File: src/verilog/lsu_cfg.svh
`ifndef LSU_CFG_SVH
`define LSU_CFG_SVH

// core-local timer window, mtime low word then high word
`define LSU_TIMER_BASE 32'ha0000048
`define LSU_TIMER_END  32'ha000004f

// on-chip memory, indexed by address bits 9 to 2
`define LSU_MEM_WORDS 256
`define LSU_MEM_AW    8

`endif

File: src/verilog/lsu_pkg.sv
`default_nettype none

package lsu_pkg;

    // access width, same coding as the core's mask field
    typedef enum logic [1:0] {
        SIZE_NONE = 2'b00,
        SIZE_BYTE = 2'b01,
        SIZE_HALF = 2'b10,
        SIZE_WORD = 2'b11
    } access_size_e;

    typedef enum logic [1:0] {
        LSU_IDLE,
        LSU_BUS,
        LSU_TIMER,
        LSU_DONE
    } lsu_state_e;

    typedef enum logic [1:0] {
        ARB_IDLE,
        ARB_FETCH,
        ARB_LSU
    } arb_state_e;

    // request payload, addr is word aligned
    typedef struct packed {
        logic [31:0] addr;
        logic        wen;
        logic [3:0]  wstrb;
        logic [31:0] wdata;
    } bus_req_t;

    typedef struct packed {
        logic [31:0] rdata;
    } bus_rsp_t;

endpackage

`default_nettype wire

File: src/verilog/fetch_port.sv
`default_nettype none

module fetch_port (
    input  wire logic              clk,
    input  wire logic              rst_n,
    input  wire logic              fetch_req,
    input  wire logic [31:0]       pc,
    output logic                   fetch_ack,
    output logic [31:0]            instr,
    output logic                   fault,
    output logic                   bus_req,
    output lsu_pkg::bus_req_t      bus_out,
    input  wire logic              bus_ack,
    input  wire lsu_pkg::bus_rsp_t bus_in
);

    logic bus_req_q;
    logic ack_q;
    logic fault_q;
    logic start;

    // a new fetch only when both handshakes are idle
    assign start = fetch_req && !bus_req_q && !ack_q;

    always_ff @(posedge clk or negedge rst_n) begin
        if (!rst_n) begin
            bus_req_q <= 1'b0;
            ack_q     <= 1'b0;
            fault_q   <= 1'b0;
        end else begin
            if (start) begin
                if (pc[1:0] != 2'b00) begin
                    // misaligned, answer at once without a bus cycle
                    fault_q <= 1'b1;
                    ack_q   <= 1'b1;
                end else begin
                    fault_q   <= 1'b0;
                    bus_req_q <= 1'b1;
                end
            end else if (bus_req_q && bus_ack) begin
                bus_req_q <= 1'b0;
                ack_q     <= 1'b1;
            end else if (ack_q && !fetch_req && !bus_ack) begin
                ack_q <= 1'b0;
            end
        end
    end

    always_ff @(posedge clk) begin
        if (bus_req_q && bus_ack) begin
            instr <= bus_in.rdata;
        end
    end

    assign bus_req   = bus_req_q;
    assign fetch_ack = ack_q;
    assign fault     = fault_q;

    always_comb begin
        bus_out.addr  = {pc[31:2], 2'b00};
        bus_out.wen   = 1'b0;
        bus_out.wstrb = 4'b0000;
        bus_out.wdata = 32'h0;
    end

endmodule

`default_nettype wire

File: config.mk
export PLATFORM = sky130hd
export DESIGN_NAME = fetch_port
export DESIGN_NICKNAME = d
export VERILOG_FILES = /design/src/verilog/lsu_cfg.svh /design/src/verilog/lsu_pkg.sv /design/src/verilog/fetch_port.sv
export SDC_FILE = /design/constraint.sdc
export NUM_CORES = 1
export LEC_CHECK = 0
export ABC_CLOCK_PERIOD_IN_PS = 1800
export BUFFER_PORTS_ARGS = -buffer_cell sky130_fd_sc_hd__buf_2
export CORE_MARGIN = 3
export CORE_UTILIZATION = 31
export DETAILED_ROUTE_END_ITERATION = 10
export PLACE_DENSITY = 0.76
export SYNTH_ARGS = -nofsm -noshare
export SYNTH_HDL_FRONTEND = slang
export SYNTH_SLANG_ARGS = --single-unit
File: constraint.sdc
create_clock -name clk -period 1.8 [get_ports clk]
set_clock_uncertainty 0.2 [all_clocks]
set_input_delay 0.09 -clock clk [delete_from_list [all_inputs] [get_ports clk]]
set_output_delay 0.09 -clock clk [all_outputs]
set_load 0.02 [all_outputs]
======== Word-level counts from Yosys, hierarchy flattened ========
Index checks and enable logic that the tools add are counted.
storage, ports and cells
  flip-flop bits (word level) ............. 35
  bits of input ports ..................... 68
operators by class
  reductions and logical operators ........ 14
  muxes and demuxes ....................... 8
  eq/ne operators ......................... 2
operators with widths
  operator                                                         count
  1-bit two-way mux                                                8
  1-bit logical AND                                                5
  1-bit logical NOT                                                4
  2-bit AND reduction                                              2
  2-bit nonzero test                                               2
  3-bit nonzero test                                               1
  2-bit by 1-bit != test with 1-bit output, second input constant  1
  2-bit != test, second input constant                             1

======== Longest topological paths before layout ========
  depth in word-level cells ............... 6
  mapped depth ............................ 2
  gate-level depth less buffers ........... 2

======== Least setup slack after synthesis ========
No wires, ideal clock.
  path type ............................... reg2reg
  start ................................... register bus_req_q (netlist: bus_req)
  end ..................................... register instr[0], enable pin
  setup slack ............................. -0.164 ns
  cell stages (with the launch flop) ...... 2
  data required time ...................... 1.208 ns
  data arrival time ....................... 1.372 ns
  period minus slack after synthesis ...... 1.964 ns
  path buffers ............................ 0
  cell sequence ........................... dfrtp_1 > and2_1
on the way
  cells in the longest elaborated chain, start to end .. 1
ends and longest elaborated chain
  item                      RTL line          text
  start: declaration        fetch_port.sv:17  logic bus_req_q;
  start signal: assignment  fetch_port.sv:27  bus_req_q <= 1'b0;
  start signal: assignment  fetch_port.sv:38  bus_req_q <= 1'b1;
  start signal: assignment  fetch_port.sv:41  bus_req_q <= 1'b0;
  1-bit logical AND         fetch_port.sv:50  if (bus_req_q && bus_ack) begin
  end signal: assignment    fetch_port.sv:51  instr <= bus_in.rdata;
  end: declaration          fetch_port.sv:9   output logic [31:0] instr,
Every way passes these cells.
A chain may end at the register's enable or synchronous reset.

======== Worst setup path after layout ========
  start ................................... register bus_req_q (netlist: bus_req)
  end ..................................... register instr[24], enable pin
The elaborated chain is that of the path after synthesis.

==> qor.yml <==
status:
  status: "finished, final reports clean"
setup_path:
  r2r_cells: 2
  r2r_slack_ns: 0.30
  timing.rr.start: "bus_req$_DFFE_PN0P_"
  critPathRequiredTime_ns: 1.58
  cp-end-kind: "flip-flop"
  crit_start: "bus_req$_DFFE_PN0P_"
  critPathCapture: "instr[24]$_DFFE_PP_"
  worstPathArrival_ns: 1.29
  r2r_end: "instr[24]$_DFFE_PP_"
  path_max_fanout: 25
  cp-start-kind: "flip-flop"
  path_class: "flip-flop to flip-flop"
global_routing:
  antenna_found_initial: 0
  grt_pass1_wl_mm: 5.658
  grt_util_all_layers_pct: 12.42
  grt_max_degree: 26
  grt.overflow.total: 0
  grt_pass1_vias: 1151
logic_synthesis:
  synth_cells: 115
  synth-xor-area-share_pct: 0
  synth-simple-area-share_pct: 2.151
  synth_compound_area_share_pct: 1.382
  ys_ff_latch: 35
  syn_avg_cell_area_um2: 14.17
  synth_cell_types: 14
  synth-seq-area-share_pct: 63.59
  yosysWarningCount: 0
  synthAdderAreaFrac_pct: 0
  syn_area_um2: 1629
  muxShareOfSynthArea_pct: 0.6144
  synth_top_family_by_area: "buffers and inverters"
routing:
  drt_wl_total_mm: 4.203
  drtAntennaViolNets: 0
  vias: 1183
  wl_per_cell_um: 14.01
  first_pass_iters: 4
  route.detailed.drc: 0
  via_per_inst: 3.943
  drt-initial-drc-count: 79
finish:
  final_common_cell: "buf_2"
  most-common-layout-cells: "buf_2 (72), dlygate4sd3_1 (68), conb_1 (39)"
  n_antenna_cell: 0
  area_delta_synth_final_pct: 53.92
  nets: 300
  drive_gt1_share_pct: 35.19
power_and_ir_drop:
  leakagePower_nw: 1.106
  fin_total_pwr_w: 0.001949
  ir_drop_uv: 471.2
  p_per_area_nw_per_um2: 777.2
min_path:
  hold_class: "flip-flop to flip-flop"
  whs_path_depth: 1
timing:
  fin_hold_ws_ns: 0.3183
  timing.fmax_ghz: 0.6656
  finalSetupTns_ns: 0
  setup_viol: 0
  rsz0062_at_grt: "false"
  post-route-min-period_ns: 1.502
  finalHoldViolCount: 0
  finalCritPeriodShare_pct: 83.47
  slew_violations: 0
floorplanning:
  io_pins: 172
  rows: 25
  start_util_pct: 33.17
  die_h_um: 78.49
  die_area_um2: 6161
  dieWidth_um: 78.49
  core_um2: 4911
clocking:
  clockBufferDepth: 2
  clock_latency_ns: 0.28
  cts_setup_buffers: 0
  cts_root_buf: "clkbuf_8"
  clk_pin_slew_ns: 0.07
  h-tree-depth: 2
  hold_buffers: 68
  clock_sinks: 35
  cts_made_buffers: 5
  ctsResizeCount: 0
  tritoncts: "done"
placement:
  dp_hpwl_mm: 2.123
  port_buffers: 72
  routabilityCongestion: 0.7018
job:
  cap_viol_max_count: 0
-- sequential cells by signal (all words and copies together), names as in the netlist --
| name | count |
|---|---|
| bus_req | 1 |
| fault | 1 |
| fetch_ack | 1 |
| instr | 32 |
-- routing by layer --
metal	track usage [%]	vias to the layer above	part of all wire [%]
met5	0	-	0
met4	8.217	0	3.8
met3	4.702	14	14
met2	23.37	132	52
met1	10.75	525	31
li1	-	512	-
-- critical path: stages, from the launching register on --
cell and delay, ns:
dfrtp_1 0.47, and2_2 0.32, buf_12 0.21
-- cells by family (layout without fill, tap and decap cells) --
logic type | count (synthesis) | after routing
flip-flops | 35 | 35
buffers and inverters | 70 | 150
other | 1 | 39
multiplexers | 1 | 1
AO/OA/AOI/OAI | 3 | 3
AND/OR/NAND/NOR | 5 | 5
-- through the flow --
stage          cell area (um^2)  cells  worst slack (ns)  utilization [%]
6_report                   2507    300            0.2975            51.06
2_1_floorplan              1773    153            0.1596                -
4_1_cts                    2507    300            0.3013            51.06
5_1_grt                    2507    300            0.2335            51.06
3_5_place_dp               1719    224            0.3152            35.01
3_3_place_gp               1719    224            0.3476            35.01
-- layout make-up --
class	instances	area, um^2
timing repair buffer	141	1061
clock inverter	3	38.79
sequential	35	1036
fill	413	2404
inverter	1	3.754
multi-input combinational	48	215.2
tap	67	83.83
clock buffer	5	68.82
-- how the worst min path moves through the flow --
stage                            startpoint               endpoint
after floorplan                       rst_n    bus_req$_DFFE_PN0P_
after global placement                rst_n  fetch_ack$_DFFE_PN0P_
after global routing             bus_in[25]    instr[25]$_DFFE_PP_
final                     fault$_DFFE_PN0P_      fault$_DFFE_PN0P_
after CTS                 fault$_DFFE_PN0P_      fault$_DFFE_PN0P_
after detailed placement              rst_n  fetch_ack$_DFFE_PN0P_
-- synth_stat cells (all sizes together) --
master   n  area [um^2]
and2     1        6.260
dfrtp    3        75.07
nand2    1        3.750
inv      1        3.750
o21ai    1        5.000
o22a     1        8.760
conb     1        3.750
nor3b    1        7.510
edfxtp  32        960.9
mux2i    1        10.01
nor2     1        3.750
or4b     1        13.76
buf     69        518.0
o311ai   1        8.760
-- power by group --
group	internal (W)	switching, W	leakage, nW
Sequential	0.000912	0.0000129	0.323
Combinational	0.000151	0.000208	0.728
Clock	0.000405	0.000260	0.0556
Total	0.00147	0.000481	1.11
No activity file was read; power rests on OpenSTA's default activity.
