<file path="src/verilog/lsu_cfg.svh">
`ifndef LSU_CFG_SVH
`define LSU_CFG_SVH

// core-local timer window, mtime low word then high word
`define LSU_TIMER_BASE 32'ha0000048
`define LSU_TIMER_END  32'ha000004f

// on-chip memory, indexed by address bits 9 to 2
`define LSU_MEM_WORDS 256
`define LSU_MEM_AW    8

`endif

</file>
<file path="src/verilog/lsu_pkg.sv">
`default_nettype none

package lsu_pkg;

    // access width, same coding as the core's mask field
    typedef enum logic [1:0] {
        SIZE_NONE = 2'b00,
        SIZE_BYTE = 2'b01,
        SIZE_HALF = 2'b10,
        SIZE_WORD = 2'b11
    } access_size_e;

    typedef enum logic [1:0] {
        LSU_IDLE,
        LSU_BUS,
        LSU_TIMER,
        LSU_DONE
    } lsu_state_e;

    typedef enum logic [1:0] {
        ARB_IDLE,
        ARB_FETCH,
        ARB_LSU
    } arb_state_e;

    // request payload, addr is word aligned
    typedef struct packed {
        logic [31:0] addr;
        logic        wen;
        logic [3:0]  wstrb;
        logic [31:0] wdata;
    } bus_req_t;

    typedef struct packed {
        logic [31:0] rdata;
    } bus_rsp_t;

endpackage

`default_nettype wire

</file>
<file path="src/verilog/bus_arbiter.sv">
`default_nettype none

module bus_arbiter (
    input  wire logic              clk,
    input  wire logic              rst_n,
    input  wire logic              if_req,
    input  wire lsu_pkg::bus_req_t if_in,
    output logic                   if_ack,
    input  wire logic              lsu_req,
    input  wire lsu_pkg::bus_req_t lsu_in,
    output logic                   lsu_ack,
    output lsu_pkg::bus_rsp_t      rsp_out,
    output logic                   mem_req,
    output lsu_pkg::bus_req_t      mem_out,
    input  wire logic              mem_ack,
    input  wire lsu_pkg::bus_rsp_t mem_in
);

    lsu_pkg::arb_state_e grant_q;
    // set when the lsu had the last grant
    logic                last_lsu_q;

    always_ff @(posedge clk or negedge rst_n) begin
        if (!rst_n) begin
            grant_q    <= lsu_pkg::ARB_IDLE;
            last_lsu_q <= 1'b0;
        end else begin
            case (grant_q)
                lsu_pkg::ARB_IDLE: begin
                    if (if_req && (!lsu_req || last_lsu_q)) begin
                        grant_q    <= lsu_pkg::ARB_FETCH;
                        last_lsu_q <= 1'b0;
                    end else if (lsu_req) begin
                        grant_q    <= lsu_pkg::ARB_LSU;
                        last_lsu_q <= 1'b1;
                    end
                end
                lsu_pkg::ARB_FETCH: begin
                    if (!if_req && !mem_ack) begin
                        grant_q <= lsu_pkg::ARB_IDLE;
                    end
                end
                lsu_pkg::ARB_LSU: begin
                    if (!lsu_req && !mem_ack) begin
                        grant_q <= lsu_pkg::ARB_IDLE;
                    end
                end
                default: grant_q <= lsu_pkg::ARB_IDLE;
            endcase
        end
    end

    // steering follows the grant register only
    always_comb begin
        case (grant_q)
            lsu_pkg::ARB_FETCH: mem_req = if_req;
            lsu_pkg::ARB_LSU:   mem_req = lsu_req;
            default:            mem_req = 1'b0;
        endcase
    end

    assign mem_out = (grant_q == lsu_pkg::ARB_LSU) ? lsu_in : if_in;
    assign if_ack  = (grant_q == lsu_pkg::ARB_FETCH) && mem_ack;
    assign lsu_ack = (grant_q == lsu_pkg::ARB_LSU) && mem_ack;
    assign rsp_out = mem_in;

endmodule

`default_nettype wire

</file>
<file path="config.mk">
export PLATFORM = sky130hd
export DESIGN_NAME = bus_arbiter
export DESIGN_NICKNAME = d
export VERILOG_FILES = /design/src/verilog/lsu_cfg.svh /design/src/verilog/lsu_pkg.sv /design/src/verilog/bus_arbiter.sv
export SDC_FILE = /design/constraint.sdc
export NUM_CORES = 1
export LEC_CHECK = 0
export BUFFER_PORTS_ARGS = -buffer_cell sky130_fd_sc_hd__buf_2
export CORE_AREA = 2 2 108 110
export CTS_CLUSTER_SIZE = 14
export DETAILED_ROUTE_END_ITERATION = 8
export DIE_AREA = 0 0 110 112
export PLACE_DENSITY = 0.48
export RECOVER_POWER = 25
export REMOVE_ABC_BUFFERS = 1
export SETUP_SLACK_MARGIN = 0.3
export SLEW_MARGIN = 20
export SYNTH_ARGS = -nofsm -noshare
export SYNTH_HDL_FRONTEND = slang
export SYNTH_SLANG_ARGS = --single-unit
</file>
<file path="constraint.sdc">
create_clock -name clk -period 2.02 [get_ports clk]
set_clock_uncertainty 0.05 [all_clocks]
set_input_delay 0.101 -clock clk [delete_from_list [all_inputs] [get_ports clk]]
set_output_delay 0.101 -clock clk [all_outputs]
set_load 0.1 [all_outputs]
</file>
Word level (Yosys, flattened, before mapping)
Index checks and enable logic that the tools add are counted.
{ "word_totals": {"regBits": 3, "inputBits": 175, "out_inout_bits": 104} }
{ "classes": {"n_eq_ne": 5, "n_mux": 9, "n_reduce_logical": 13} }
{ "ops": {"columns": ["cell", "count"], "rows": [
  ["$mux W69", 1],
  ["$mux W2", 4],
  ["$pmux W2 S3", 1],
  ["$logic_and A1 B1 Y1", 5],
  ["$ne A2 B2 Y1 const B", 2],
  ["$logic_not A1 Y1", 3],
  ["$ne A3 B3 Y1 const B", 1],
  ["$reduce_and A3 Y1", 1],
  ["$eq A2 B1 Y1 const B", 1],
  ["$eq A2 B2 Y1 const B", 1],
  ["$logic_not A2 Y1", 1],
  ["$mux W1", 2],
  ["$pmux W1 S2", 1],
  ["$reduce_and A2 Y1", 1],
  ["$reduce_bool A2 Y1", 1],
  ["$logic_or A1 B1 Y1", 1]
]} }

Logic depth before layout (Yosys ltp)
{ "depth": {"depth_word": 5, "ltp_mapped": 6} }

Least setup slack after synthesis
Ideal clock, no wire load.
{ "synth_path": {"path_kind": "register -> output", "from": "register grant_q[0]", "to": "output port mem_req", "arrival_time_ns": 2.174, "required_ns": 1.869, "setup_slack_ns": -0.305, "path_stages_with_launch": 6, "n_path_buf": 1, "cell_sequence": "dfrtp_1 -> inv_1 -> ha_1 -> buf_2 -> a22oi_1 -> nor2b_1"} }
{ "synth_via": {"elab_chain_cells": 2} }
{ "synth_lines": {"columns": ["item", "line_no", "text"], "rows": [
  ["from (decl)", "bus_arbiter.sv:19", "lsu_pkg::arb_state_e grant_q;"],
  ["from (signal assigned)", "bus_arbiter.sv:25", "grant_q <= lsu_pkg::ARB_IDLE;"],
  ["from (signal assigned)", "bus_arbiter.sv:31", "grant_q <= lsu_pkg::ARB_FETCH;"],
  ["from (signal assigned)", "bus_arbiter.sv:34", "grant_q <= lsu_pkg::ARB_LSU;"],
  ["$eq A2 B2 Y1 or $eq A2 B1 Y1 (tied branches)", "bus_arbiter.sv:55", "case (grant_q)"],
  ["$pmux W1 S2 *", "bus_arbiter.sv:55", null],
  ["to (decl)", "bus_arbiter.sv:13", "output logic mem_req,"]
]} }
Every way passes the cells marked *; elsewhere a longest branch is shown, timed or not.

==> impl_metrics.py <==
metrics = {
    "drt": {
        "wl_per_cell_um": 16.85,
        "drtIter0Drc": 43,
        "route.detailed.drc": 0,
        "final_antenna_net_count": 0,
        "first_pass_iters": 4,
        "wl_um": 7987,
        "vias": 1859,
        "viasPerCell": 3.922,
    },
    "run": {
        "drv_cap": 0,
    },
    "worst_setup_path": {
        "worst_path_most_repeated_cell": "buf_12",
        "crit_type": "reg -> out",
        "path_max_fanout": 5,
        "rr_startpoint": "grant_q[1]",
        "startpoint_type": "flop",
        "rr_endpoint": "grant_q[1]",
        "slowest_delay_ns": 0.40,
        "critical_path_required_ns": 1.87,
        "reg2reg_depth": 7,
        "rrSetupSlack_ns": 0.37,
        "path_cells": "ha_4, buf_6, buf_12, clkbuf_16, mux2_4, buf_12",
        "crit_slowest_cell": "dfrtp_1",
        "critPathArrivalTime_ns": 1.69,
        "end_kind": "output pin",
    },
    "logic_synthesis": {
        "synth_top_area_cell": "mux2_2",
        "ys_types": 18,
        "synth-seq-cells": 3,
        "syn_area_um2": 1295,
        "synth_top_area_share_pct": 60.00,
        "ys_warn_count": 0,
        "yosysSeqAreaShare_pct": 5.797,
        "synth_cells": 133,
        "ys_top_cells_by_area": "mux2_2, buf_4, dfrtp_1, ha_1, buf_2",
        "synth.avg_cell_area_um2": 9.737,
    },
    "floorplanning": {
        "fp.dieH_um": 112,
        "initial_core_util_pct": 11.59,
        "ioPinCount": 279,
        "coreArea_um2": 11170,
        "row_count": 39,
        "fp.dieW_um": 110,
        "die_area_um2": 12320,
    },
    "worst_hold_path": {
        "hp-start": "mem_in[25]",
        "hold_path_class": "in -> out",
        "hold_depth": 0,
        "hold-path-endpoint": "rsp_out[25]",
    },
    "global_route": {
        "track_usage_pct": 11.22,
        "grt_max_degree": 20,
        "grt_pass1_vias": 1961,
        "grt_first_pass_wirelength_um": 10240,
        "antenna_found_initial": 1,
        "grt_overflow": 0,
    },
    "clocking": {
        "clk_pin_slew_ns": 0.03,
        "root_buffer": "clkbuf_16",
        "numCtsBuffers": 3,
        "clkLatencyLatePin_ns": 0.23,
        "htreeDepth": 1,
        "cts_buffer_depth": 2,
        "cts_tree": "yes",
        "clkSinkCount": 3,
    },
    "layout": {
        "final_common_cell": "buf_2",
        "layout_common_cells": "buf_2, buf_12, mux2_4, mux2_2, buf_4",
        "finalNetCount": 511,
        "drive_gt1_share_pct": 95.47,
        "antenna_cells": 0,
        "syn2layout_area_growth_pct": 205.4,
        "final_util_pct": 35.39,
    },
    "power": {
        "clkPwrFrac_pct": 4.2,
        "pwr-share-seq_pct": 1.4,
        "p_leak_nw": 1.960,
        "power_switching_w": 0.004333,
        "vdd.ir_drop.worst_v": 0.001082,
        "switching_share_pct": 56.62,
        "p_comb_share_pct": 94.4,
        "p_per_area_nw_per_um2": 1935,
        "internal_power_w": 0.003320,
    },
    "placement": {
        "place.port_buffers": 214,
        "post-dp-hpwl_um": 6079,
        "gp_congestion": 0.7672,
    },
    "outcome": {
        "status": "completed",
    },
    "sta": {
        "rsz0062_at_grt": "true",
        "min_period_ns": 1.846,
        "hold_viol_final": 0,
        "maxSlewViolCount": 0,
        "fin_tns_setup_ns": 0,
        "worst_pin_slew_ns": 0.2783,
        "setup_violations": 0,
        "fmax_mhz": 541.8,
        "fin_crit_sh_pct": 91.37,
        "slew_headroom_pct": 81.40,
    },
}
[routing by layer]
metal	GRT usage (%)	share of wire, %
met2	19.18	47
met4	1.435	0.34
met3	7.787	19
met1	11.22	33
met5	2.941	0.80
[stage by stage]
stage	area [um2]	cells	power (W)	hold WS (ns)	setup WS (ns)
6_report	3955	474	0.007653	0.1527	0.1743
5_1_grt	3955	474	0.007877	0.1527	0.1102
4_1_cts	3767	468	0.007374	0.1505	0.1377
3_5_place_dp	3383	452	0.006425	-0.1510	0.2729
3_3_place_gp	3383	452	0.006376	-0.1490	0.3556
2_1_floorplan	1015	93	0.004141	-0.2446	-1.992
[cell usage after synthesis (all sizes together)]
cell	number
mux2i	1
buf	40
dfrtp	3
ha	4
mux2	70
a31oi	1
nand3	1
inv	3
o21ai	2
a21oi	2
a22oi	1
o311ai	1
and2	2
nand2b	1
nor2b	1
[worst max-delay path by stage]
stage	slack (ns)	depth (start not counted)	start	endpoint
3_5_place_dp	0.27	5	grant_q[0]	grant_q[1]
3_3_place_gp	0.36	5	grant_q[0]	mem_out[63]
2_1_floorplan	-1.99	4	grant_q[0]	mem_req
4_1_cts	0.14	7	grant_q[0]	mem_out[33]
5_1_grt	0.11	7	grant_q[0]	mem_out[16]
6_report	0.17	6	grant_q[1]	mem_out[36]
[registers in the layout, summed over array words and instances (netlist names)]
register and flops:
last_lsu_q 1, grant_q 2
[kinds of logic after synthesis]
kind of cell | share of synthesized area (%)
simple gates | 2.319
fa+ha+maj | 3.865
buf+inv | 22.51
flops | 5.797
mux | 61.64
compound gates | 3.866
[layout make-up]
type	count	area, um2
Fill cell	1115	7219
Multi-Input combinational cell	87	1142
Timing Repair Buffer	234	2469
Sequential cell	3	75.07
Clock buffer	4	78.83
Tap cell	143	178.9
Inverter	3	11.26
[critical path, delay by kind of cell (launching register included)]
family	cells	cell delay, ns
adders and majority gates	1	0.18
muxes	1	0.32
buffers and inverters	4	0.57
DFF	1	0.40
[timing repair]
| item | in CTS | in global routing |
|---|---|---|
| hold endpoints to repair | 3 | 0 |
| gates cloned | 4 | 3 |
| gates resized for setup | 32 | 28 |
| setup buffers | 7 | 3 |
| setup endpoints to repair | 71 | 73 |
| hold buffers | 1 | 0 |
| pin swaps | 2 | 1 |
[power groups by stage]
stage / Combinational [W] / Sequential, W / Clock, W
final: 0.00723 / 0.000108 / 0.000318
after detailed placement: 0.00631 / 0.000112 / 0
after global routing: 0.00744 / 0.000111 / 0.000327
after floorplan: 0.00404 / 0.000103 / 0
after global placement: 0.00627 / 0.000109 / 0
after CTS: 0.00694 / 0.000110 / 0.000323
No activity file was read; power rests on OpenSTA's default activity.
