===== config.mk =====
export PLATFORM = sky130hd
export DESIGN_NAME = lsu
export DESIGN_NICKNAME = d
export VERILOG_FILES = /design/src/verilog/lsu_pkg.sv /design/src/verilog/lsu.sv
export VERILOG_INCLUDE_DIRS = /design/src /design/src/verilog
export SDC_FILE = /design/constraint.sdc
export NUM_CORES = 1
export LEC_CHECK = 0
export ABC_AREA = 1
export ABC_CLOCK_PERIOD_IN_PS = 3930
export BUFFER_PORTS_ARGS = -buffer_cell sky130_fd_sc_hd__clkbuf_2
export CELL_PAD_IN_SITES_DETAIL_PLACEMENT = 0
export CELL_PAD_IN_SITES_GLOBAL_PLACEMENT = 1
export CORE_MARGIN = 5
export CORE_UTILIZATION = 36
export CTS_BUF_LIST = sky130_fd_sc_hd__clkbuf_8
export DETAILED_ROUTE_END_ITERATION = 10
export MAX_ROUTING_LAYER = met4
export PLACE_DENSITY = 0.85
export SYNTH_ARGS = -nofsm -noshare
export SYNTH_HDL_FRONTEND = slang
export SYNTH_SLANG_ARGS = --single-unit

===== constraint.sdc =====
create_clock -name clk -period 3.93 [get_ports clk]
set_input_delay 0.786 -clock clk [delete_from_list [all_inputs] [get_ports clk]]
set_output_delay 0.786 -clock clk [all_outputs]
set_load 0.05 [all_outputs]

===== src/verilog/lsu_cfg.svh =====
`ifndef LSU_CFG_SVH
`define LSU_CFG_SVH

// core-local timer window, mtime low word then high word
`define LSU_TIMER_BASE 32'ha0000048
`define LSU_TIMER_END  32'ha000004f

// on-chip memory, indexed by address bits 9 to 2
`define LSU_MEM_WORDS 256
`define LSU_MEM_AW    8

`endif


===== src/verilog/lsu_pkg.sv =====
`default_nettype none

package lsu_pkg;

    // access width, same coding as the core's mask field
    typedef enum logic [1:0] {
        SIZE_NONE = 2'b00,
        SIZE_BYTE = 2'b01,
        SIZE_HALF = 2'b10,
        SIZE_WORD = 2'b11
    } access_size_e;

    typedef enum logic [1:0] {
        LSU_IDLE,
        LSU_BUS,
        LSU_TIMER,
        LSU_DONE
    } lsu_state_e;

    typedef enum logic [1:0] {
        ARB_IDLE,
        ARB_FETCH,
        ARB_LSU
    } arb_state_e;

    // request payload, addr is word aligned
    typedef struct packed {
        logic [31:0] addr;
        logic        wen;
        logic [3:0]  wstrb;
        logic [31:0] wdata;
    } bus_req_t;

    typedef struct packed {
        logic [31:0] rdata;
    } bus_rsp_t;

endpackage

`default_nettype wire


===== src/verilog/lsu.sv =====
`default_nettype none

`include "lsu_cfg.svh"

module lsu (
    input  wire logic                  clk,
    input  wire logic                  rst_n,
    input  wire logic                  core_req,
    input  wire logic                  core_wen,
    input  wire logic                  core_sign,
    input  wire lsu_pkg::access_size_e core_size,
    input  wire logic [31:0]           core_addr,
    input  wire logic [31:0]           core_wdata,
    output logic                       core_ack,
    output logic [31:0]                core_rdata,
    output logic                       bus_req,
    output lsu_pkg::bus_req_t          bus_out,
    input  wire logic                  bus_ack,
    input  wire lsu_pkg::bus_rsp_t     bus_in,
    output logic                       tmr_req,
    output logic                       tmr_hi,
    input  wire logic                  tmr_ack,
    input  wire logic [31:0]           tmr_rdata
);

    lsu_pkg::lsu_state_e   state_q;
    logic [31:0]           addr_q;
    logic                  wen_q;
    logic                  sign_q;
    lsu_pkg::access_size_e size_q;
    logic [31:0]           wdata_q;
    logic [3:0]            wstrb_q;
    logic                  is_tmr_q;

    logic                  in_window;
    logic [3:0]            wstrb_d;
    logic [31:0]           wdata_d;
    logic [31:0]           tmr_off;
    logic [31:0]           rsp_word;
    logic [31:0]           rsp_shift;
    logic [31:0]           load_ext;
    logic                  down_ack;

    assign in_window = (core_addr >= `LSU_TIMER_BASE) && (core_addr <= `LSU_TIMER_END);

    // byte lanes touched by a store
    always_comb begin
        case (core_size)
            lsu_pkg::SIZE_BYTE: wstrb_d = 4'b0001 << core_addr[1:0];
            lsu_pkg::SIZE_HALF: wstrb_d = core_addr[1] ? 4'b1100 : 4'b0011;
            lsu_pkg::SIZE_WORD: wstrb_d = 4'b1111;
            default:            wstrb_d = 4'b0000;
        endcase
    end

    assign wdata_d = core_wdata << {core_addr[1:0], 3'b000};

    // load path, move the addressed byte down to bit 0 then extend
    assign rsp_word  = is_tmr_q ? tmr_rdata : bus_in.rdata;
    assign rsp_shift = rsp_word >> {addr_q[1:0], 3'b000};

    always_comb begin
        case (size_q)
            lsu_pkg::SIZE_BYTE: load_ext = {{24{rsp_shift[7] & sign_q}}, rsp_shift[7:0]};
            lsu_pkg::SIZE_HALF: load_ext = {{16{rsp_shift[15] & sign_q}}, rsp_shift[15:0]};
            lsu_pkg::SIZE_WORD: load_ext = rsp_shift;
            default:            load_ext = 32'h0;
        endcase
    end

    assign down_ack = is_tmr_q ? tmr_ack : bus_ack;

    always_ff @(posedge clk or negedge rst_n) begin
        if (!rst_n) begin
            state_q <= lsu_pkg::LSU_IDLE;
        end else begin
            case (state_q)
                lsu_pkg::LSU_IDLE: begin
                    if (core_req) begin
                        state_q <= in_window ? lsu_pkg::LSU_TIMER : lsu_pkg::LSU_BUS;
                    end
                end
                lsu_pkg::LSU_BUS, lsu_pkg::LSU_TIMER: begin
                    if (down_ack) begin
                        state_q <= lsu_pkg::LSU_DONE;
                    end
                end
                lsu_pkg::LSU_DONE: begin
                    // both sides must be back to zero
                    if (!core_req && !down_ack) begin
                        state_q <= lsu_pkg::LSU_IDLE;
                    end
                end
                default: state_q <= lsu_pkg::LSU_IDLE;
            endcase
        end
    end

    // request latch and load result
    always_ff @(posedge clk) begin
        if (state_q == lsu_pkg::LSU_IDLE && core_req) begin
            addr_q   <= core_addr;
            wen_q    <= core_wen;
            sign_q   <= core_sign;
            size_q   <= core_size;
            wdata_q  <= wdata_d;
            wstrb_q  <= wstrb_d;
            is_tmr_q <= in_window;
        end
        if ((state_q == lsu_pkg::LSU_BUS || state_q == lsu_pkg::LSU_TIMER) && down_ack) begin
            core_rdata <= load_ext;
        end
    end

    // timer writes go out as plain reads and are dropped there
    assign tmr_off = addr_q - `LSU_TIMER_BASE;
    assign tmr_hi  = tmr_off[2];
    assign tmr_req = (state_q == lsu_pkg::LSU_TIMER);

    assign bus_req = (state_q == lsu_pkg::LSU_BUS);

    always_comb begin
        bus_out.addr  = {addr_q[31:2], 2'b00};
        bus_out.wen   = wen_q;
        bus_out.wstrb = wstrb_q;
        bus_out.wdata = wdata_q;
    end

    assign core_ack = (state_q == lsu_pkg::LSU_DONE);

endmodule

`default_nettype wire


Word-level counts from Yosys, hierarchy flattened
Index checks and enable logic that the tools add are counted.
- register bits: 107
- output and inout bits: 105
- logic and storage cells: 49
- reduce and logical (&&, ||, !) cells: 10
- add/sub/neg operators: 1
- $lt $le $gt $ge: 2
- bitwise gates (word level): 2
- shift-type cells: 3
- equal/unequal tests: 12
- multiplexer cells: 10
- operators with widths (kind ; count):
    $pmux 32 s3 ; 1
    $ge 32x32->1 const B ; 1
    $le 32x32->1 const B ; 1
    $mux 32 ; 1
    $shl 32x5->32 ; 1
    $shr 32x5->32 ; 1
    $eq 2x2->1 const B ; 6
    $pmux 4 s3 ; 1
    $mux 2 ; 4
    $eq 2x1->1 const B ; 3
    $pmux 2 s3 ; 1
    $logic_and 1x1->1 ; 4
    $mux 4 ; 1
    $ne 2x2->1 const B ; 2
    $shl 1x2->4 const A ; 1
    $reduce_and 3->1 ; 1
    $sub 3x1->3 const B ; 1
    $and 1x1->1 ; 2
    $logic_not 1->1 ; 2
    $logic_not 2->1 ; 1
    $ne 2x1->1 const B ; 1
    $reduce_or 2->1 ; 1
    $logic_or 1x1->1 ; 1
    $mux 1 ; 1

Longest topological paths before layout
Gate-level depths: netlist of run 1.
- depth after elaboration: 5
- depth in mapped cells: 9

Worst setup path after synthesis of run 1
OpenSTA, ideal clock, no wires.
- kind: input port to flip-flop
- start point: in tmr_ack
- end point: reg core_rdata[0] (enable)
- buffers on the path: 0
- slack: 220 ps
- library setup time: 470 ps
- required time: 3460 ps
- arrival time: 3240 ps
- stages on the path: 2
- cell sequence: nand2_1 -> a21boi_0
- longest elaborated chain between the ends: 2
- ends and longest elaborated chain (what ; line ; text):
    start: declaration ; lsu.sv:22 ; input wire logic tmr_ack,
    $mux 1 ; lsu.sv:71 ; assign down_ack = is_tmr_q ? tmr_ack : bus_ack;
    $logic_and 1x1->1 ; lsu.sv:110 ; if ((state_q == lsu_pkg::LSU_BUS || state_q == lsu_pkg::LSU_TIMER) && down_ack) begin
    end signal: assignment ; lsu.sv:111 ; core_rdata <= load_ext;
    end: declaration ; lsu.sv:15 ; output logic [31:0] core_rdata,
No other way between the ends.
A chain may end at the register's enable or synchronous reset.

Worst setup path after layout of run 1
- start point: reg is_tmr_q
- end point: reg core_rdata[15] (enable)
- longest elaborated chain between the ends: 2
- ends and longest elaborated chain (what ; line ; text):
    start: declaration ; lsu.sv:33 ; logic is_tmr_q;
    start signal: assignment ; lsu.sv:108 ; is_tmr_q <= in_window;
    $mux 1 ; lsu.sv:71 ;
    $logic_and 1x1->1 ; lsu.sv:110 ;
No other way between the ends.

==> results of run 1 <==
## metal layers
layer	vias up	routed length (um)	track usage, %
met5	-	0	-
met3	20	1347	4.918
met4	0	271	5.543
met2	212	7639	28.40
li1	2330	-	-
met1	2124	6401	20.74
## worst max-delay path by stage
stage | slack (ns) | end | startpoint | depth (start not counted)
after global routing | 1.12 | core_rdata[17] | is_tmr_q | 4
after global placement | 1.21 | wdata_q[19] | core_addr[0] | 4
after detailed placement | 1.14 | wdata_q[16] | core_addr[0] | 4
final | 1.35 | core_rdata[15] | is_tmr_q | 4
after CTS | 1.28 | core_rdata[31] | is_tmr_q | 4
after floorplan | 0.22 | core_rdata[0] | tmr_ack | 2
## registers in the layout, indices dropped and copies added, names as in the netlist
register,cells
core_rdata,32
sign_q,1
wstrb_q,4
state_q,2
size_q,2
is_tmr_q,1
addr_q,32
wdata_q,32
wen_q,1
## through the flow
step / instance area (sq um) / instances / setup WS, ns / util (%) / total power [mW]
after floorplan: 5612 / 591 / 0.2198 / - / 3.452
after global placement: 6675 / 982 / 1.213 / 43.75 / 3.869
after detailed placement: 6675 / 982 / 1.142 / 43.75 / 3.883
after CTS: 6875 / 998 / 1.285 / 45.06 / 4.576
after global routing: 6875 / 998 / 1.124 / 45.06 / 4.775
final: 6875 / 998 / 1.353 / 45.06 / 4.524
## critical path: cells and delay by family (launching register included)
family | cells | cell delay [ns]
buffers and inverters | 2 | 0.68
AO/OA/AOI/OAI | 1 | 0.89
AND/OR/NAND/NOR | 1 | 0.22
flip-flops | 1 | 0.38
## power by group through the flow
stage	registers, mW	logic [mW]	clock network, mW
2_1_floorplan	2.51	0.947	0
3_3_place_gp	1.81	2.05	0
3_5_place_dp	1.81	2.07	0
4_1_cts	1.79	2.07	0.715
5_1_grt	1.82	2.19	0.767
6_report	1.79	2.05	0.692
## cell type report
type | instances | area (sq um)
Tap cell | 211 | 264.0
Clock inverter | 7 | 76.32
Inverter | 65 | 244.0
Clock buffer | 9 | 123.9
Sequential cell | 107 | 3203
Multi-Input combinational cell | 358 | 1753
Fill cell | 1521 | 8383
Timing Repair Buffer | 241 | 1211
## layout by cell type, fill, tap and decap left out, types with 2 or more instances in the layout
cell,n
nor2_1,45
inv_6,4
edfxtp_1,105
inv_2,3
nand3_1,45
nand2_1,160
nand2_2,2
inv_1,60
dfrtp_1,2
ha_1,5
o21ai_1,2
clkbuf_2,239
o21ai_0,36
nand3_2,13
o221ai_1,16
o211ai_1,2
clkinv_1,2
a21oi_1,21
conb_1,2
clkbuf_8,9
buf_4,2
## logic make-up (layout without fill, tap and decap cells)
group / after synthesis / in the layout
buf+inv: 126 / 322
fa+ha+maj: 5 / 5
simple gates: 271 / 271
other cells: 1 / 2
flops: 107 / 107
compound gates: 80 / 80
==> reports/qor.txt, run 1 <==
run status -> complete, no violations
vias post-DR -> 4686
endpoint type of the worst setup path -> flip-flop
main combinational cell family by area after synthesis -> simple AND/OR/NAND/NOR gates
peak supply drop -> 0.3025 mV
Area contributors post-synth -> edfxtp_1 56%, nand2_1 11%, buf_4 5.1%
RSZ-0062 raised after global routing -> false
Synth Register Bits -> 107
Area growth syn-to-layout -> 22.60%
first-pass GRT wire length -> 23620 um
Clock transition at path regs -> 0.11 ns
switching part of the total power -> 48.39%
die width -> 134.8 um
critical path startpoint category -> flip-flop
final clock skew -> 0.009542 ns
CP required -> 3.94 ns
row cnt -> 45
drt total wl -> 15660 um
Root Driver -> clkbuf_8
clock power share -> 15.3%
syn_area_per_cell -> 9.505 sq um
Critical Path AT -> 2.58 ns
Global Route Usage Sum -> 17.33%
Die Y -> 134.8 um
Detail Placement HPWL -> 11900 um
post-route ant nets -> 0
Static Leak -> 3.359 nW
DR vias/cell -> 4.695
CTS tree -> built
most frequent cell after synthesis -> nand2_1
n_diodes -> 0
Synth top cells by count -> 160 x nand2_1, 105 x edfxtp_1, 61 x inv_1
Port Buffer Count -> 239
NetSw -> 2.189 mW
Post-Syn Area -> 5608 sq um
post-CTS resize count -> 0
share of cells above drive strength 1 -> 35.71%
total gr overflow -> 0
post-synthesis simple-gate area fraction -> 21.22%
post-synthesis adder-cell area fraction -> 1.116%
cell taking the most area after synthesis -> edfxtp_1
Hold Buf Count CTS -> 0
Slew @ Worst Pin -> 1.075 ns
Initial Utilization -> 36.75%
post-CTS setup buffer count -> 0
Pint -> 2.335 mW
Yosys top cell area share -> 56.22%
# setup viols final -> 0
die area -> 18170 sq um
Crit-path slowest cell -> a21boi_4
core area -> 15260 sq um
XOR/XNOR Fraction of Synth Area -> 0%
worst r2r src -> is_tmr_q
Max Fanout on Critical Path -> 38
Pre-antenna DRT Iters -> 5
first-iteration detailed-routing DRC count -> 352
Crit path largest cell delay -> 0.89 ns
Max Clk Rate -> 388.1 MHz
kind of critical path -> flip-flop to flip-flop
drt drc -> 0
CTS Sinks -> 107
GP Congestion -> 0.9017
Final Max Tran Viols -> 0
Synth Area in Compound Gates -> 8.590%
Cell Chain, Critical Path -> buf_4, inv_2, nand2_1, a21boi_4
largest net degree at the start of global routing -> 74
final period utilization -> 65.57%
CTS Buf Count -> 9
htree depth -> 3
reg2reg path depth -> 4
post-DR wirelength/cell -> 15.69 um
number of enable flip-flop cells after synthesis -> 105
number of global-route vias before repair -> 4643
Synthesis Warnings -> 0
Clock Tree Buf Depth -> 2
max cap viols -> 0
R2R Setup Slk -> 1.35 ns
Rel. slew slack -> 28.16%
worst hold-check slack -> 0.1594 ns
Clk Latency, worst-skew pair -> 0.38 ns
Seq/Total Area, Yosys -> 57.12%
combinational power share -> 45.3%
post-layout net count -> 924
post-route setup TNS -> 0 ns
Tmin final -> 2.577 ns
proportion of synthesized area in mux cells -> 0%
FFs w/ async S/R, synth -> 1.869%
Worst Hold Class -> primary input to asynchronous set/reset pin
Gate Count Post-Synth -> 590
RR Endpoint -> core_rdata[15]
Fin. Hold Viols -> 0
initial antenna violation count -> 0
# IOs -> 242
Distinct cells, synth -> 31
Seq pwr share -> 39.5%
dominant synthesized flop cell -> edfxtp_1
PD cells -> 658.1 nW/um^2
Power figures use the tool's default switching activity.
==> inputs of run 2 (changes only) <==
Settings changed: ABC_CLOCK_PERIOD_IN_PS 3930 to 2300, CORE_UTILIZATION 36 to 33, PLACE_DENSITY 0.85 to 0.82.
Clock period 3.93 ns to 2.3 ns, I/O delays scaled along.
==> run 2 against run 1 <==
- clock power increased by 71%
- via count increased by 0.68%
- total power increased by 73%
- worst hold slack improved by 0.092 ns
- register-to-register slack lost 0.80 ns
- final cell count up 2.5%
- critical path depth down 1
- largest cell class unchanged
==> reports/qor.txt, run 2 (synthesis results as in run 1) <==
run status -> complete, no violations
die area -> 19700 sq um (+8.4%)
Global Route Usage Sum -> 17.13% (-0.21 points)
Final Max Tran Viols -> 0 (unchanged)
max cap viols -> 0 (unchanged)
Worst Hold Class -> primary input to flip-flop
Clk Latency, worst-skew pair -> 0.38 ns (about the same)
CP required -> 1.84 ns (-2.10 ns)
GP Congestion -> 0.8956 (-0.68%)
endpoint type of the worst setup path -> output pin
Fin. Hold Viols -> 0 (unchanged)
Final Core Density -> 42.17% (-2.9 points)
post-DR wirelength/cell -> 16.14 um (+2.8%)
Detail Placement HPWL -> 12950 um (+8.8%)
Static Leak -> 3.425 nW (+2.0%)
PD cells -> 1113 nW/um^2 (+69%)
CP bufs+invs -> 2 (unchanged)
Crit path largest cell delay -> 0.43 ns (-0.46 ns)
post-route setup TNS -> 0 ns (unchanged)
core area -> 16640 sq um (+9.1%)
# IOs -> 242 (unchanged)
Max Clk Rate -> 552.0 MHz
die width -> 140.4 um (+4.1%)
Die Y -> 140.4 um (+4.1%)
critical path startpoint category -> flip-flop
Slew @ Worst Pin -> 0.5976 ns (-0.4773 ns)
# setup viols final -> 0 (unchanged)
Area growth syn-to-layout -> 25.15%
Pre-antenna DRT Iters -> 4 (-1)
Max Fanout on Critical Path -> 4 (-89%)
Clock Tree Buf Depth -> 2 (unchanged)
Clock transition at path regs -> 0.11 ns (about the same)
row cnt -> 47 (+4.4%)
Critical Path AT -> 1.35 ns (-1.23 ns)
number of global-route vias before repair -> 4793 (+3.2%)
Initial Utilization -> 33.70% (-3.1 points)
CTS Buf Count -> 9 (unchanged)
Cell Chain, Critical Path -> inv_1, ha_1, clkbuf_2
kind of critical path -> flip-flop to output pin
Port Buffer Count -> 239 (unchanged)
total gr overflow -> 0 (unchanged)
Critical Path Source -> state_q[0]
share of cells above drive strength 1 -> 36.42% (+0.72 points)
CP delay by family, top -> flip-flops
final clock skew -> 0.01185 ns (+0.002306 ns)
post-route ant nets -> 0 (unchanged)
DR vias/cell -> 4.612 (-1.8%)
Crit-path slowest cell -> dfrtp_1
initial antenna violation count -> 4 (+4)
post-CTS setup buffer count -> 0 (unchanged)
Rel. slew slack -> 60.12% (+32 points)
CTS tree -> built
first-iteration detailed-routing DRC count -> 234 (-34%)
first-pass GRT wire length -> 25580 um (+8.3%)
RSZ-0062 raised after global routing -> false
final period utilization -> 78.76%
peak supply drop -> 0.5948 mV (+97%)
hold path start -> core_wen
htree depth -> 3 (unchanged)
drt drc -> 0 (unchanged)
commonest non-fill, non-tap cell in the layout -> clkbuf_2
Hold Buf Count CTS -> 1 (+1)
most frequent cells in the layout -> 239 x clkbuf_2, 160 x nand2_1, 105 x edfxtp_1
Root Driver -> clkbuf_8
largest net degree at the start of global routing -> 48 (-35%)
Largest regs -> addr_q x32, core_rdata x32, wdata_q x32
Tmin final -> 1.812 ns
CTS Sinks -> 107 (unchanged)
post-layout net count -> 936 (+1.3%)
worst r2r src -> state_q[0]
drt total wl -> 16510 um (+5.4%)
post-CTS resize count -> 0 (unchanged)
vias post-DR -> 4718 (+0.68%)
-- run 2: cell types whose count changed in the layout (fill, tap and decap cells not counted), moves of 2 or more --
cell / before / now
buf_4: 2 / 11
buf_12: 0 / 2
diode_2: 0 / 4
inv_6: 4 / 1
-- run 2: final timing paths --
check,end,slack [ns],depth (start not counted)
worst min register to register,state_q[1],0.56,2
worst min-delay path,wen_q,0.25,1
min in group asynchronous,state_q[0],0.41,2
worst max-delay path,tmr_req,0.49,3
worst max register to register,core_rdata[20],0.55,4
max in group asynchronous,state_q[1],1.79,2
-- run 2: cell type report --
type | instances | area (sq um)
timing repair buffer | 253 | 1329
tap | 220 | 275.3
clock inverter | 7 | 76.32
multi-input combinational | 358 | 1753
sequential | 107 | 3203
fill | 1701 | 9624
inverter | 65 | 247.7
antenna | 4 | 10.01
clock buffer | 9 | 123.9
-- run 2: report_power, final --
part	switching [mW]	leakage (nW)	internal, mW
logic	2.86	2.31	0.785
clock network	0.665	0.107	0.514
registers	0.166	1.00	2.83
total	3.69	3.42	4.13
-- run 2: routing by layer --
layer / vias up / GRT usage [%] / part of all wire (%)
met4: 0 / 4.895 / 1.8
li1: 2349 / - / -
met5: - / - / 0
met2: 222 / 27.52 / 47
met3: 24 / 6.339 / 10
met1: 2123 / 20.23 / 41
-- run 2: stage by stage --
step	total power, mW	setup slack, ns	hold WS, ns	cell area (sq um)	std cells
finish	7.812	0.4884	0.2514	7018	1023
global route	8.269	0.3932	0.2237	7018	1023
CTS	7.926	0.4354	0.2181	7008	1019
detailed placement	6.726	0.5454	0.2595	6798	1002
global placement	6.703	0.5744	0.2572	6798	1002
floorplan	5.884	0.1041	0.1644	5619	591
